[config.mk]
export PLATFORM = sky130hd
export DESIGN_NAME = fact_accel_sys
export DESIGN_NICKNAME = d
export VERILOG_FILES = /design/src/design/fact_pkg.sv /design/src/design/soc_map_pkg.sv /design/src/design/fact_accel_sys.sv /design/src/design/fact_counter.sv /design/src/design/fact_ctrl.sv /design/src/design/fact_datapath.sv /design/src/design/fact_unit.sv /design/src/design/intc.sv /design/src/design/mmio_fabric.sv
export SDC_FILE = /design/constraint.sdc
export NUM_CORES = 1
export LEC_CHECK = 0
export ABC_AREA = 0
export BUFFER_PORTS_ARGS = -buffer_cell sky130_fd_sc_hd__buf_2
export CAP_MARGIN = 20
export CORE_ASPECT_RATIO = 0.5
export CORE_MARGIN = 1
export CORE_UTILIZATION = 59
export CTS_BUF_LIST = sky130_fd_sc_hd__clkbuf_16
export DETAILED_ROUTE_END_ITERATION = 6
export PLACE_DENSITY = 0.79
export SYNTH_ARGS = -nofsm -noshare
export SYNTH_HDL_FRONTEND = slang
export SYNTH_SLANG_ARGS = --single-unit
[constraint.sdc]
create_clock -name clk -period 4.2 [get_ports clk]
set_clock_uncertainty 0.15 [all_clocks]
set_input_delay 0.63 -clock clk [delete_from_list [all_inputs] [get_ports clk]]
set_output_delay 0.63 -clock clk [all_outputs]
set_load 0.05 [all_outputs]
[src/design/fact_pkg.sv]
`default_nettype none

package fact_pkg;

    // operand width of one factorial unit
    parameter int N_W = 4;

    // bus and result width
    parameter int DATA_W = 32;

    // bit positions in the STATUS register
    parameter int ST_DONE = 0;
    parameter int ST_BUSY = 1;
    parameter int ST_ERR  = 2;

endpackage

`default_nettype wire

[src/design/soc_map_pkg.sv]
`default_nettype none

package soc_map_pkg;

    // word address width of the host bus
    parameter int ADDR_W = 8;

    // register index inside one unit, address bits 1:0
    parameter logic [1:0] REG_N      = 2'd0;
    parameter logic [1:0] REG_GO     = 2'd1;
    parameter logic [1:0] REG_STATUS = 2'd2;
    parameter logic [1:0] REG_RESULT = 2'd3;

    // unit index sits in bits 3:2
    parameter int UNIT_LSB = 2;

    // set selects the interrupt controller region
    parameter int INTC_SEL_BIT = 6;

endpackage

`default_nettype wire

[src/design/fact_accel_sys.sv]
`timescale 1ns/1ps
`default_nettype none

module fact_accel_sys #(
    parameter int NUM_UNITS = 4
) (
    input  logic                           clk,
    input  logic                           rst_n,
    input  logic [soc_map_pkg::ADDR_W-1:0] addr,
    input  logic [fact_pkg::DATA_W-1:0]    wdata,
    input  logic                           we,
    input  logic                           irq_ack,
    output logic [fact_pkg::DATA_W-1:0]    rdata,
    output logic                           irq,
    output logic [1:0]                     irq_addr
);

    localparam int DW = fact_pkg::DATA_W;

    logic [NUM_UNITS-1:0][DW-1:0] unit_rd;
    logic [NUM_UNITS-1:0]         unit_we;
    logic [NUM_UNITS-1:0]         unit_done;
    logic [NUM_UNITS-1:0]         pending;
    logic [DW-1:0]                intc_rd;
    logic [1:0]                   reg_sel;

    assign intc_rd = {{(DW - NUM_UNITS){1'b0}}, pending};

    mmio_fabric #(
        .NUM_UNITS (NUM_UNITS)
    ) i_mmio_fabric (
        .addr    (addr),
        .we      (we),
        .unit_rd (unit_rd),
        .intc_rd (intc_rd),
        .unit_we (unit_we),
        .reg_sel (reg_sel),
        .rdata   (rdata)
    );

    for (genvar i = 0; i < NUM_UNITS; i++) begin : g_unit
        fact_unit i_fact_unit (
            .clk        (clk),
            .rst_n      (rst_n),
            .we         (unit_we[i]),
            .reg_sel    (reg_sel),
            .wdata      (wdata),
            .rd_data    (unit_rd[i]),
            .done_pulse (unit_done[i])
        );
    end

    intc #(
        .NUM_UNITS (NUM_UNITS)
    ) i_intc (
        .clk        (clk),
        .rst_n      (rst_n),
        .done_pulse (unit_done),
        .irq_ack    (irq_ack),
        .irq        (irq),
        .irq_addr   (irq_addr),
        .pending    (pending)
    );

endmodule

`default_nettype wire

[src/design/fact_counter.sv]
`timescale 1ns/1ps
`default_nettype none

module fact_counter (
    input  logic                     clk,
    input  logic                     rst_n,
    input  logic                     load,
    input  logic                     step,
    input  logic [fact_pkg::N_W-1:0] n,
    output logic [fact_pkg::N_W-1:0] count,
    output logic                     last
);

    localparam int NW = fact_pkg::N_W;

    always_ff @(posedge clk or negedge rst_n) begin
        if (!rst_n) begin
            count <= '0;
        end else if (load) begin
            // 0! is 1! so a zero operand starts at 1
            count <= (n == '0) ? NW'(1) : n;
        end else if (step) begin
            count <= count - NW'(1);
        end
    end

    // multiplier 2 is the final one
    // a loaded 1 falls under this too and only multiplies by 1
    assign last = (count <= NW'(2));

endmodule

`default_nettype wire

[src/design/fact_ctrl.sv]
`timescale 1ns/1ps
`default_nettype none

module fact_ctrl (
    input  logic clk,
    input  logic rst_n,
    input  logic go,
    input  logic last,
    output logic load,
    output logic step,
    output logic busy,
    output logic done,
    output logic done_pulse
);

    typedef enum logic [1:0] {
        IDLE,
        RUN,
        FIN
    } state_t;

    state_t state;
    state_t state_nxt;

    always_ff @(posedge clk or negedge rst_n) begin
        if (!rst_n) begin
            state      <= IDLE;
            done_pulse <= 1'b0;
        end else begin
            state      <= state_nxt;
            // high for the single cycle right after the last multiply
            done_pulse <= (state == RUN) && last;
        end
    end

    always_comb begin
        state_nxt = state;
        load      = 1'b0;
        step      = 1'b0;
        case (state)
            IDLE, FIN: begin
                if (go) begin
                    load      = 1'b1;
                    state_nxt = RUN;
                end
            end
            RUN: begin
                // one multiply per cycle, the last one included
                step = 1'b1;
                if (last) begin
                    state_nxt = FIN;
                end
            end
            default: state_nxt = IDLE;
        endcase
    end

    assign busy = (state == RUN);
    // FIN is held until the next go
    assign done = (state == FIN);

endmodule

`default_nettype wire

[src/design/fact_datapath.sv]
`timescale 1ns/1ps
`default_nettype none

module fact_datapath (
    input  logic                        clk,
    input  logic                        rst_n,
    input  logic                        load,
    input  logic                        step,
    input  logic [fact_pkg::N_W-1:0]    count,
    output logic [fact_pkg::DATA_W-1:0] product,
    output logic                        ovf
);

    localparam int DW = fact_pkg::DATA_W;
    localparam int NW = fact_pkg::N_W;

    // full width product, upper bits only feed the overflow flag
    logic [DW+NW-1:0] full;

    assign full = product * count;

    always_ff @(posedge clk or negedge rst_n) begin
        if (!rst_n) begin
            product <= DW'(1);
            ovf     <= 1'b0;
        end else if (load) begin
            product <= DW'(1);
            ovf     <= 1'b0;
        end else if (step) begin
            product <= full[DW-1:0];
            // sticky once the result leaves 32 bits
            ovf     <= ovf | (|full[DW+NW-1:DW]);
        end
    end

endmodule

`default_nettype wire

[src/design/fact_unit.sv]
`timescale 1ns/1ps
`default_nettype none

module fact_unit (
    input  logic                        clk,
    input  logic                        rst_n,
    input  logic                        we,
    input  logic [1:0]                  reg_sel,
    input  logic [fact_pkg::DATA_W-1:0] wdata,
    output logic [fact_pkg::DATA_W-1:0] rd_data,
    output logic                        done_pulse
);

    localparam int DW = fact_pkg::DATA_W;
    localparam int NW = fact_pkg::N_W;

    logic [NW-1:0] n_q;
    logic [NW-1:0] count;
    logic [DW-1:0] product;
    logic [DW-1:0] status;
    logic          go;
    logic          load;
    logic          step;
    logic          last;
    logic          busy;
    logic          done;
    logic          ovf;

    // operand register, frozen during a run
    always_ff @(posedge clk or negedge rst_n) begin
        if (!rst_n) begin
            n_q <= '0;
        end else if (we && (reg_sel == soc_map_pkg::REG_N) && !busy) begin
            n_q <= wdata[NW-1:0];
        end
    end

    // the FSM drops a go that arrives while busy
    assign go = we && (reg_sel == soc_map_pkg::REG_GO) && wdata[0];

    fact_ctrl i_fact_ctrl (
        .clk        (clk),
        .rst_n      (rst_n),
        .go         (go),
        .last       (last),
        .load       (load),
        .step       (step),
        .busy       (busy),
        .done       (done),
        .done_pulse (done_pulse)
    );

    fact_counter i_fact_counter (
        .clk   (clk),
        .rst_n (rst_n),
        .load  (load),
        .step  (step),
        .n     (n_q),
        .count (count),
        .last  (last)
    );

    fact_datapath i_fact_datapath (
        .clk     (clk),
        .rst_n   (rst_n),
        .load    (load),
        .step    (step),
        .count   (count),
        .product (product),
        .ovf     (ovf)
    );

    always_comb begin
        status                   = '0;
        status[fact_pkg::ST_DONE] = done;
        status[fact_pkg::ST_BUSY] = busy;
        status[fact_pkg::ST_ERR]  = ovf;
    end

    // GO reads back as zero
    always_comb begin
        case (reg_sel)
            soc_map_pkg::REG_N:      rd_data = DW'(n_q);
            soc_map_pkg::REG_STATUS: rd_data = status;
            soc_map_pkg::REG_RESULT: rd_data = product;
            default:                 rd_data = '0;
        endcase
    end

endmodule

`default_nettype wire

[src/design/intc.sv]
`timescale 1ns/1ps
`default_nettype none

module intc #(
    parameter int NUM_UNITS = 4
) (
    input  logic                 clk,
    input  logic                 rst_n,
    input  logic [NUM_UNITS-1:0] done_pulse,
    input  logic                 irq_ack,
    output logic                 irq,
    output logic [1:0]           irq_addr,
    output logic [NUM_UNITS-1:0] pending
);

    logic [NUM_UNITS-1:0] ack_clr;
    logic [NUM_UNITS-1:0] pending_nxt;

    // lowest pending index wins, scan from the top down
    always_comb begin
        irq_addr = '0;
        for (int i = NUM_UNITS - 1; i >= 0; i--) begin
            if (pending[i]) begin
                irq_addr = 2'(i);
            end
        end
    end

    always_comb begin
        for (int i = 0; i < NUM_UNITS; i++) begin
            ack_clr[i] = irq_ack && (irq_addr == 2'(i));
        end
    end

    // a fresh pulse beats an ack of the same unit
    assign pending_nxt = (pending & ~ack_clr) | done_pulse;

    always_ff @(posedge clk or negedge rst_n) begin
        if (!rst_n) begin
            pending <= '0;
            irq     <= 1'b0;
        end else begin
            pending <= pending_nxt;
            irq     <= |pending_nxt;
        end
    end

endmodule

`default_nettype wire

[src/design/mmio_fabric.sv]
`timescale 1ns/1ps
`default_nettype none

module mmio_fabric #(
    parameter int NUM_UNITS = 4
) (
    input  logic [soc_map_pkg::ADDR_W-1:0]             addr,
    input  logic                                       we,
    input  logic [NUM_UNITS-1:0][fact_pkg::DATA_W-1:0] unit_rd,
    input  logic [fact_pkg::DATA_W-1:0]                intc_rd,
    output logic [NUM_UNITS-1:0]                       unit_we,
    output logic [1:0]                                 reg_sel,
    output logic [fact_pkg::DATA_W-1:0]                rdata
);

    logic       intc_sel;
    logic [1:0] unit_idx;

    assign intc_sel = addr[soc_map_pkg::INTC_SEL_BIT];
    assign unit_idx = addr[soc_map_pkg::UNIT_LSB +: 2];
    assign reg_sel  = addr[1:0];

    // one-hot strobe, nothing is writable in the intc region
    always_comb begin
        unit_we = '0;
        for (int i = 0; i < NUM_UNITS; i++) begin
            if (we && !intc_sel && (unit_idx == 2'(i))) begin
                unit_we[i] = 1'b1;
            end
        end
    end

    // unused unit slots read as zero
    always_comb begin
        rdata = '0;
        if (intc_sel) begin
            rdata = intc_rd;
        end else begin
            for (int i = 0; i < NUM_UNITS; i++) begin
                if (unit_idx == 2'(i)) begin
                    rdata = unit_rd[i];
                end
            end
        end
    end

endmodule

`default_nettype wire

==> results of run 1 <==
## placed cells by master, fill, tap and decap left out, types with 21 or more instances in the layout
cell / n
a21o_1: 58
a21oi_1: 90
a21oi_2: 36
and2_1: 355
buf_2: 46
buf_4: 291
dfrtp_1: 168
fa_1: 237
ha_1: 114
ha_4: 49
inv_1: 485
mux4_2: 30
nand2_1: 318
nand2b_1: 21
nand3_1: 102
nor2_1: 81
nor2b_1: 41
o21ai_0: 167
o21ai_1: 23
xnor2_1: 60
xor2_1: 57
## per-stage QoR
step	TNS, ps	cell area, um^2	utilization (%)	std cells	hold WS (ps)
CTS	-34.19	28760	68.51	3857	86.60
floorplan	0	25140	-	3057	184.4
global route	-2709	30270	72.11	3890	111.5
global placement	-454.3	27690	65.97	3813	293.6
finish	-808.5	30270	72.11	3890	51.49
detailed placement	-879.7	27690	65.97	3813	310.5
## area by class of cell
type / count / area (um^2) / share of cell area (%)
Multi-Input combinational cell: 2237 / 19660 / 64.93
Sequential cell: 181 / 4546 / 15.02
Timing Repair Buffer: 365 / 2826 / 9.337
Inverter: 498 / 1869 / 6.175
Tap cell: 577 / 721.9 / 2.385
Clock buffer: 17 / 425.4 / 1.405
Clock inverter: 15 / 226.5 / 0.7481
## flip-flops by register name (all words and copies together) (netlist names)
register / flops
g_unit.i_fact_unit.i_fact_datapath.ovf: 4
g_unit.i_fact_unit.i_fact_datapath.product: 128
g_unit.i_fact_unit.n_q: 16
i_intc.irq: 1
g_unit.i_fact_unit.i_fact_ctrl.done_pulse: 4
g_unit.i_fact_unit.i_fact_counter.count: 16
i_intc.pending: 4
g_unit.i_fact_unit.i_fact_ctrl.state: 8
## worst max-delay path, stage by stage, from the launching register on
cell,delay [ps]
dfrtp_2,520
buf_8,180
buf_6,140
and2_4,140
fa_1,530
inv_1,60
fa_1,500
inv_2,50
ha_4,280
buf_4,140
nand2_2,70
nor3_2,160
a31oi_1,180
o21a_2,200
o31ai_4,280
nand2_1,130
a221oi_2,300
xnor2_1,140
a31oi_1,90
## layer usage
metal / part of all wire [%] / wire length [um]
met4: 3.2 / 2447
met5: 0.044 / 34
met2: 45 / 34500
met3: 9.8 / 7530
met1: 42 / 32060
## how the worst max path moves through the flow
| stage | startpoint | end | slack (ps) | cells past startpoint |
|---|---|---|---|---|
| CTS | g_unit[3].i_fact_unit.i_fact_counter.count[1] | g_unit[3].i_fact_unit.i_fact_datapath.ovf | -30 | 15 |
| detailed placement | g_unit[1].i_fact_unit.i_fact_counter.count[1] | flop | -220 | 16 |
| global placement | g_unit[1].i_fact_unit.i_fact_counter.count[1] | flop | -170 | 16 |
| floorplan | g_unit[2].i_fact_unit.i_fact_counter.count[1] | g_unit[2].i_fact_unit.i_fact_datapath.ovf | 30 | 17 |
| finish | g_unit[1].i_fact_unit.i_fact_counter.count[1] | g_unit[1].i_fact_unit.i_fact_datapath.ovf | -160 | 18 |
| global route | g_unit[1].i_fact_unit.i_fact_counter.count[1] | g_unit[1].i_fact_unit.i_fact_datapath.ovf | -240 | 18 |
## what timing repair did
action | CTS | global route
pin swaps | 38 | 140
endpoints found under the hold margin | 0 | 0
resized for setup | 61 | 249
endpoints found under the setup margin | 17 | 42
setup buffers | 11 | 30
gates cloned | 1 | 2
## cells by family after synthesis
kind of cell,Yosys count
xor gates and xnor gates,118
muxes,52
adders and majority gates,408
buffers and inverters,639
AOI/OAI and AO/OA,591
DFF,181
and+or+nand+nor,1068
## synthesized netlist by cell type, types with 8 or more instances
cell type | count | area (um^2)
a211oi_1 | 21 | 157.7
xnor2_1 | 61 | 534.3
mux2_2 | 20 | 225.2
and2_1 | 370 | 2315
o21ai_1 | 20 | 100.1
fa_1 | 240 | 4805
xor2_1 | 57 | 499.2
a221oi_1 | 8 | 70.07
o21a_1 | 20 | 150.1
nor2_1 | 93 | 349.1
nor3_1 | 22 | 110.1
nand2_1 | 324 | 1216
buf_2 | 8 | 40.04
nand3_1 | 104 | 520.5
inv_1 | 498 | 1869
a21o_1 | 59 | 442.9
dfrtp_1 | 177 | 4429
or3_1 | 13 | 81.33
nor4_1 | 8 | 50.05
o211ai_1 | 19 | 142.6
nand4_1 | 18 | 112.6
o21bai_1 | 12 | 90.09
nand2b_1 | 26 | 162.7
o21ai_0 | 184 | 920.9
mux4_2 | 30 | 675.7
ha_1 | 168 | 2102
o31ai_1 | 12 | 90.09
nor2b_1 | 43 | 269.0
and3_1 | 13 | 81.33
a21oi_1 | 128 | 640.6
clkbuf_1 | 127 | 476.7
a31oi_1 | 21 | 131.4
==> impl_metrics.ini, run 1 <==
[outcome]
status = finished, violations left
violations = setup timing

[routing]
viasPerCell = 6.006
wire_per_inst_um = 19.69
wirelength_um = 76580
ant_nets = 0
dr.pass1.iters = 7
via_count = 23370
drt_iter0_markers = 2127
drc = 0

[global_routing]
met2_usage_pct = 53.76
met3_usage_pct = 7.277
grt_usage_pct = 34.18
antenna_found_initial = 1
grt_pass1_wl_um = 117800
grt_pass1_vias = 22850
gr-usage-met1_pct = 47.94
grt_overflow_total = 0
grt_busiest_layer = met2
grt_max_degree = 79

[logic_synthesis]
seq_area_frac_synth_pct = 18.04
synth_flop_cell = dfrtp_1
yosysUniqueCellTypes = 84
synth_nets = 3509
synth-async-reset-ratio_pct = 100.0
synth_top_family_by_area = adder cells
synth-seq-cells = 181
syn_area_per_cell_um2 = 8.221
synthMuxAreaShare_pct = 3.664
yosys.area_share.simple_pct = 22.09
synth_edf_count = 0
synthAdderAreaFrac_pct = 27.48
synth.yosys.warnings = 0
synth_xor_area_share_pct = 4.112
synth_compound_area_share_pct = 15.03
synth_area_mm2 = 0.02513
synth_cells = 3057

[floorplanning]
rows = 53
coreArea_mm2 = 0.04198
fp.dieArea_mm2 = 0.04348
die_h_um = 147.9
ios = 79
start_util_pct = 59.87
fp.dieW_um = 293.9

[sta]
worst_slew_pin_slew_ps = 1159
grt_setup_unrepaired = true
timing.final.crit_share_pct = 103.8
period_needed_ps = 4360
maxSlewHeadroom_pct = 22.42
fmax_mhz = 229.4
hold_violations = 0
finalWorstSetupSlack_ps = -159.7
setup_viol = 9
finalMaxSlewViolations = 0

[cts]
cts_tree = done
htreeDepth = 4
cts.path.max_buffers = 2
clock-root-buffer = clkbuf_16
clk_latency_ps = 490
hold_buffers = 0
cts_made_buffers = 17
clkSlewWorstSetupHoldPaths_ps = 90
clock-sinks = 181

[setup_path]
cp_max_fo = 8
critical_path_required_ps = 4410
crit_type = flop to flop
reg2reg_setup_slack_ps = -160
rr_startpoint = g_unit[1].i_fact_unit.i_fact_counter.count[1]
crit_path_start_kind = flop
r2r_end = g_unit[1].i_fact_unit.i_fact_datapath.ovf
end_kind = flop
cp.arrival_ps = 4570
r2r_cells = 18

[placement]
dp_hpwl_um = 54440
place_ws_ps = -223.2
gp_congestion = 0.9654
io_buffers = 47

[cells_and_area]
diodes = 0
layout.nets = 3752
drive_gt1_share_pct = 21.46
fill_cells = 2900
area_delta_synth_final_pct = 20.45

[job]
maxCapViolations = 0

[worst_hold_path]
holdCritPathClass = primary input to async pin
Power of run 1 is left out: the tool's default activity adds up to more than one toggle a clock period on the data nets, which glitch-free logic cannot reach.
==> run 2, diff against run 1 <==
- ABC_AREA: 0 -> 1
==> run 2 against run 1 <==
  * The flow now finishes without violations
  * First-iteration DRC count grew 21%
  * Core utilization shrank 7.9 points
  * Global-route usage rose by 0.79 points
  * Hold slack gained 14 ps
  * Maximum frequency increased by 10%
  * Die area grew 6.7%
  * Count of clock-buffer cells in the layout unchanged
==> impl_metrics.ini, run 2 <==
[floorplanning]
rows = 54
ios = 79
fp.dieArea_mm2 = 0.04640
start_util_pct = 60.75
die_h_um = 152.8
fp.dieW_um = 303.6
coreArea_mm2 = 0.04419

[logic_synthesis]
synth_flop_cell = dfrtp_1
synth_compound_area_share_pct = 13.14
synth.yosys.warnings = 0
synth_top_family_by_area = adder cells
synth_common_cells = 1308 x nand2_1, 1170 x inv_1, 275 x nor2_1
synth_most_common_cell = nand2_1
yosys.area.top_type = nand2_1
synth_cells = 4264
yosys.area.top_type_share_pct = 18.29
synthMuxAreaShare_pct = 0
synth_area_mm2 = 0.02684
synthTopCellsByArea = nand2_1 18%, fa_1 18%, dfrtp_1 17%
synth_edf_count = 0
synth_xor_area_share_pct = 0.6200
synthAdderAreaFrac_pct = 25.73
yosysUniqueCellTypes = 49
synth_nets = 4716
synth-async-reset-ratio_pct = 100.0
syn_area_per_cell_um2 = 6.295
seq_area_frac_synth_pct = 16.89
synth-seq-cells = 181
yosys.area_share.simple_pct = 25.37

[sta]
finalWorstSetupSlack_ps = 252.0
grt_setup_unrepaired = false
period_needed_ps = 3948
maxSlewHeadroom_pct = 39.67
setup_viol = 0
finalMaxSlewViolations = 0
worst_slew_pin_slew_ps = 904.9
fin_setup_tns_ps = 0
fmax_mhz = 253.3
hold_violations = 0
timing.final.crit_share_pct = 94.00

[cells_and_area]
layout.nets = 4713
stdcell_area_mm2 = 0.02836
finalNonFillerCells = 4865
final_common_cell = nand2_1
drive_gt1_share_pct = 3.884
largest_reg_flops = 128
largest-register = g_unit.i_fact_unit.i_fact_datapath.product
area_delta_synth_final_pct = 5.668
reg.largest.list = g_unit.i_fact_unit.i_fact_datapath.product x128, g_unit.i_fact_unit.i_fact_counter.count x16, g_unit.i_fact_unit.n_q x16
most-common-layout-cells = 1308 x nand2_1, 1170 x inv_1, 275 x nor2_1, 240 x fa_1, 222 x a21oi_1

[routing]
drc = 0
drt_iter0_markers = 2579
viasPerCell = 5.427
wirelength_um = 79610
via_count = 26400
wire_per_inst_um = 16.36
dr.pass1.iters = 6
ant_nets = 0

[pwr]
pwr-share-seq_pct = 16.2
switching_share_pct = 60.05
p_per_area_mw_per_mm2 = 826.1
combPwrFrac_pct = 76.4
p_leak_nw = 17.75
max-vdd-ir-drop_mv = 0.4075
pwr-share-clk_pct = 7.4
p_int_w = 0.009360
switchingPower_w = 0.01407

[setup_path]
worstPathCellList = buf_4 > nand2_1 > fa_1 > inv_1 > fa_1 > inv_1 > fa_1 > nand3b_1 > a21oi_1 > nor2_1 > o21ai_0 > nand2_1 > nand2_1 > nand2_1 > nand2_1 > nand3_1 > nand2_1 > nand2_1
end_kind = flop
crit_family = adder cells
critical_path_required_ps = 4420
cp_max_fo = 12
cp.arrival_ps = 4160
max_stage_delay_ps = 540
crit_top_cell = nand2_1
crit_type = flop to flop
crit_slowest_cell = fa_1
crit_path_start_kind = flop
crit_buf_inv = 3

[cts]
post_cts_buffers = 0
clock-sinks = 181
htreeDepth = 4
hold_buffers = 0
cts.path.max_buffers = 2
clkSlewWorstSetupHoldPaths_ps = 80
clk_latency_ps = 480
cts_resized = 0
clock-root-buffer = clkbuf_16
cts_made_buffers = 17
cts_tree = done

[global_routing]
antenna_found_initial = 3
grt_pass1_wl_um = 129700
met3_usage_pct = 9.346
grt_max_degree = 81
grt_busiest_layer = met2
grt_pass1_vias = 25600
gr-usage-met1_pct = 45.43
grt_usage_pct = 34.97
grt_overflow_total = 0
met2_usage_pct = 56.28

[placement]
place_ws_ps = 305.3
io_buffers = 47
dp.cells = 4830
dp_hpwl_um = 63320
gp_congestion = 1.086
place_area_mm2 = 0.02777

[job]
maxCapViolations = 0

[outcome]
status = complete, no violations

[worst_hold_path]
holdCritPathClass = primary input to async pin
## run 2: worst reg2reg max path, delay by kind of cell (launching register included)
kind	cells	cell delay (ps)
adders and majority gates	3	1450
AOI/OAI and AO/OA	2	570
buffers and inverters	3	350
DFF	1	370
and+or+nand+nor	10	980
## run 2: final timing paths
check	startpoint	endpoint	slack (ps)	cells after the start
hold reg to reg	g_unit[2].i_fact_unit.i_fact_ctrl.done_pulse	i_intc.pending[2]	310	2
hold / removal	rst_n	async pin	70	1
max in group asynchronous	rst_n	g_unit[2].i_fact_unit.i_fact_datapath.product[0]	2870	2
min in group clk	g_unit[2].i_fact_unit.i_fact_ctrl.done_pulse	i_intc.pending[2]	310	2
setup / recovery	g_unit[3].i_fact_unit.i_fact_counter.count[1]	g_unit[3].i_fact_unit.i_fact_datapath.ovf	250	18
setup reg to reg	g_unit[3].i_fact_unit.i_fact_counter.count[1]	g_unit[3].i_fact_unit.i_fact_datapath.ovf	250	18
## run 2: stage by stage
step	hold slack, ps	total power, W	util (%)
2_1_floorplan	184.4	0.01663	-
3_3_place_gp	273.6	0.02072	62.86
3_5_place_dp	279.5	0.02132	62.86
4_1_cts	109.3	0.02319	64.16
5_1_grt	130.3	0.02622	64.18
6_report	65.26	0.02343	64.19
## run 2: layout make-up
type / count / area [um^2]
timing repair buffer: 89 / 659.4
fill: 4175 / 15820
sequential: 181 / 4538
tap: 588 / 735.7
clock buffer: 17 / 425.4
multi-input combinational: 2790 / 17410
inverter: 1182 / 4437
antenna: 3 / 7.507
clock inverter: 15 / 152.6
## run 2: kinds of logic (layout without fill, tap and decap cells)
logic type      count (synthesis)  in the layout
simple gates                 1738           1738
other cells                     0              3
buf+inv                      1293           1303
flops                         181            181
fa+ha+maj                     408            408
compound gates                625            625
xor+xnor                       19             19
## run 2: power by group through the flow
stage / Combinational (W) / Sequential [W] / Clock, W
after floorplan: 0.0136 / 0.00308 / 0
final: 0.0179 / 0.00380 / 0.00173
after global placement: 0.0170 / 0.00376 / 0
after global routing: 0.0205 / 0.00390 / 0.00180
after detailed placement: 0.0175 / 0.00378 / 0
after CTS: 0.0177 / 0.00375 / 0.00172
## run 2: routing by layer
| layer | vias to the layer above | share of wire, % |
|---|---|---|
| met5 | - | 0.15 |
| met4 | 2 | 3.5 |
| met3 | 189 | 11 |
| met2 | 1171 | 45 |
| met1 | 12350 | 41 |
| li1 | 12690 | - |
Note: power is estimated with default switching activity, not from simulation.
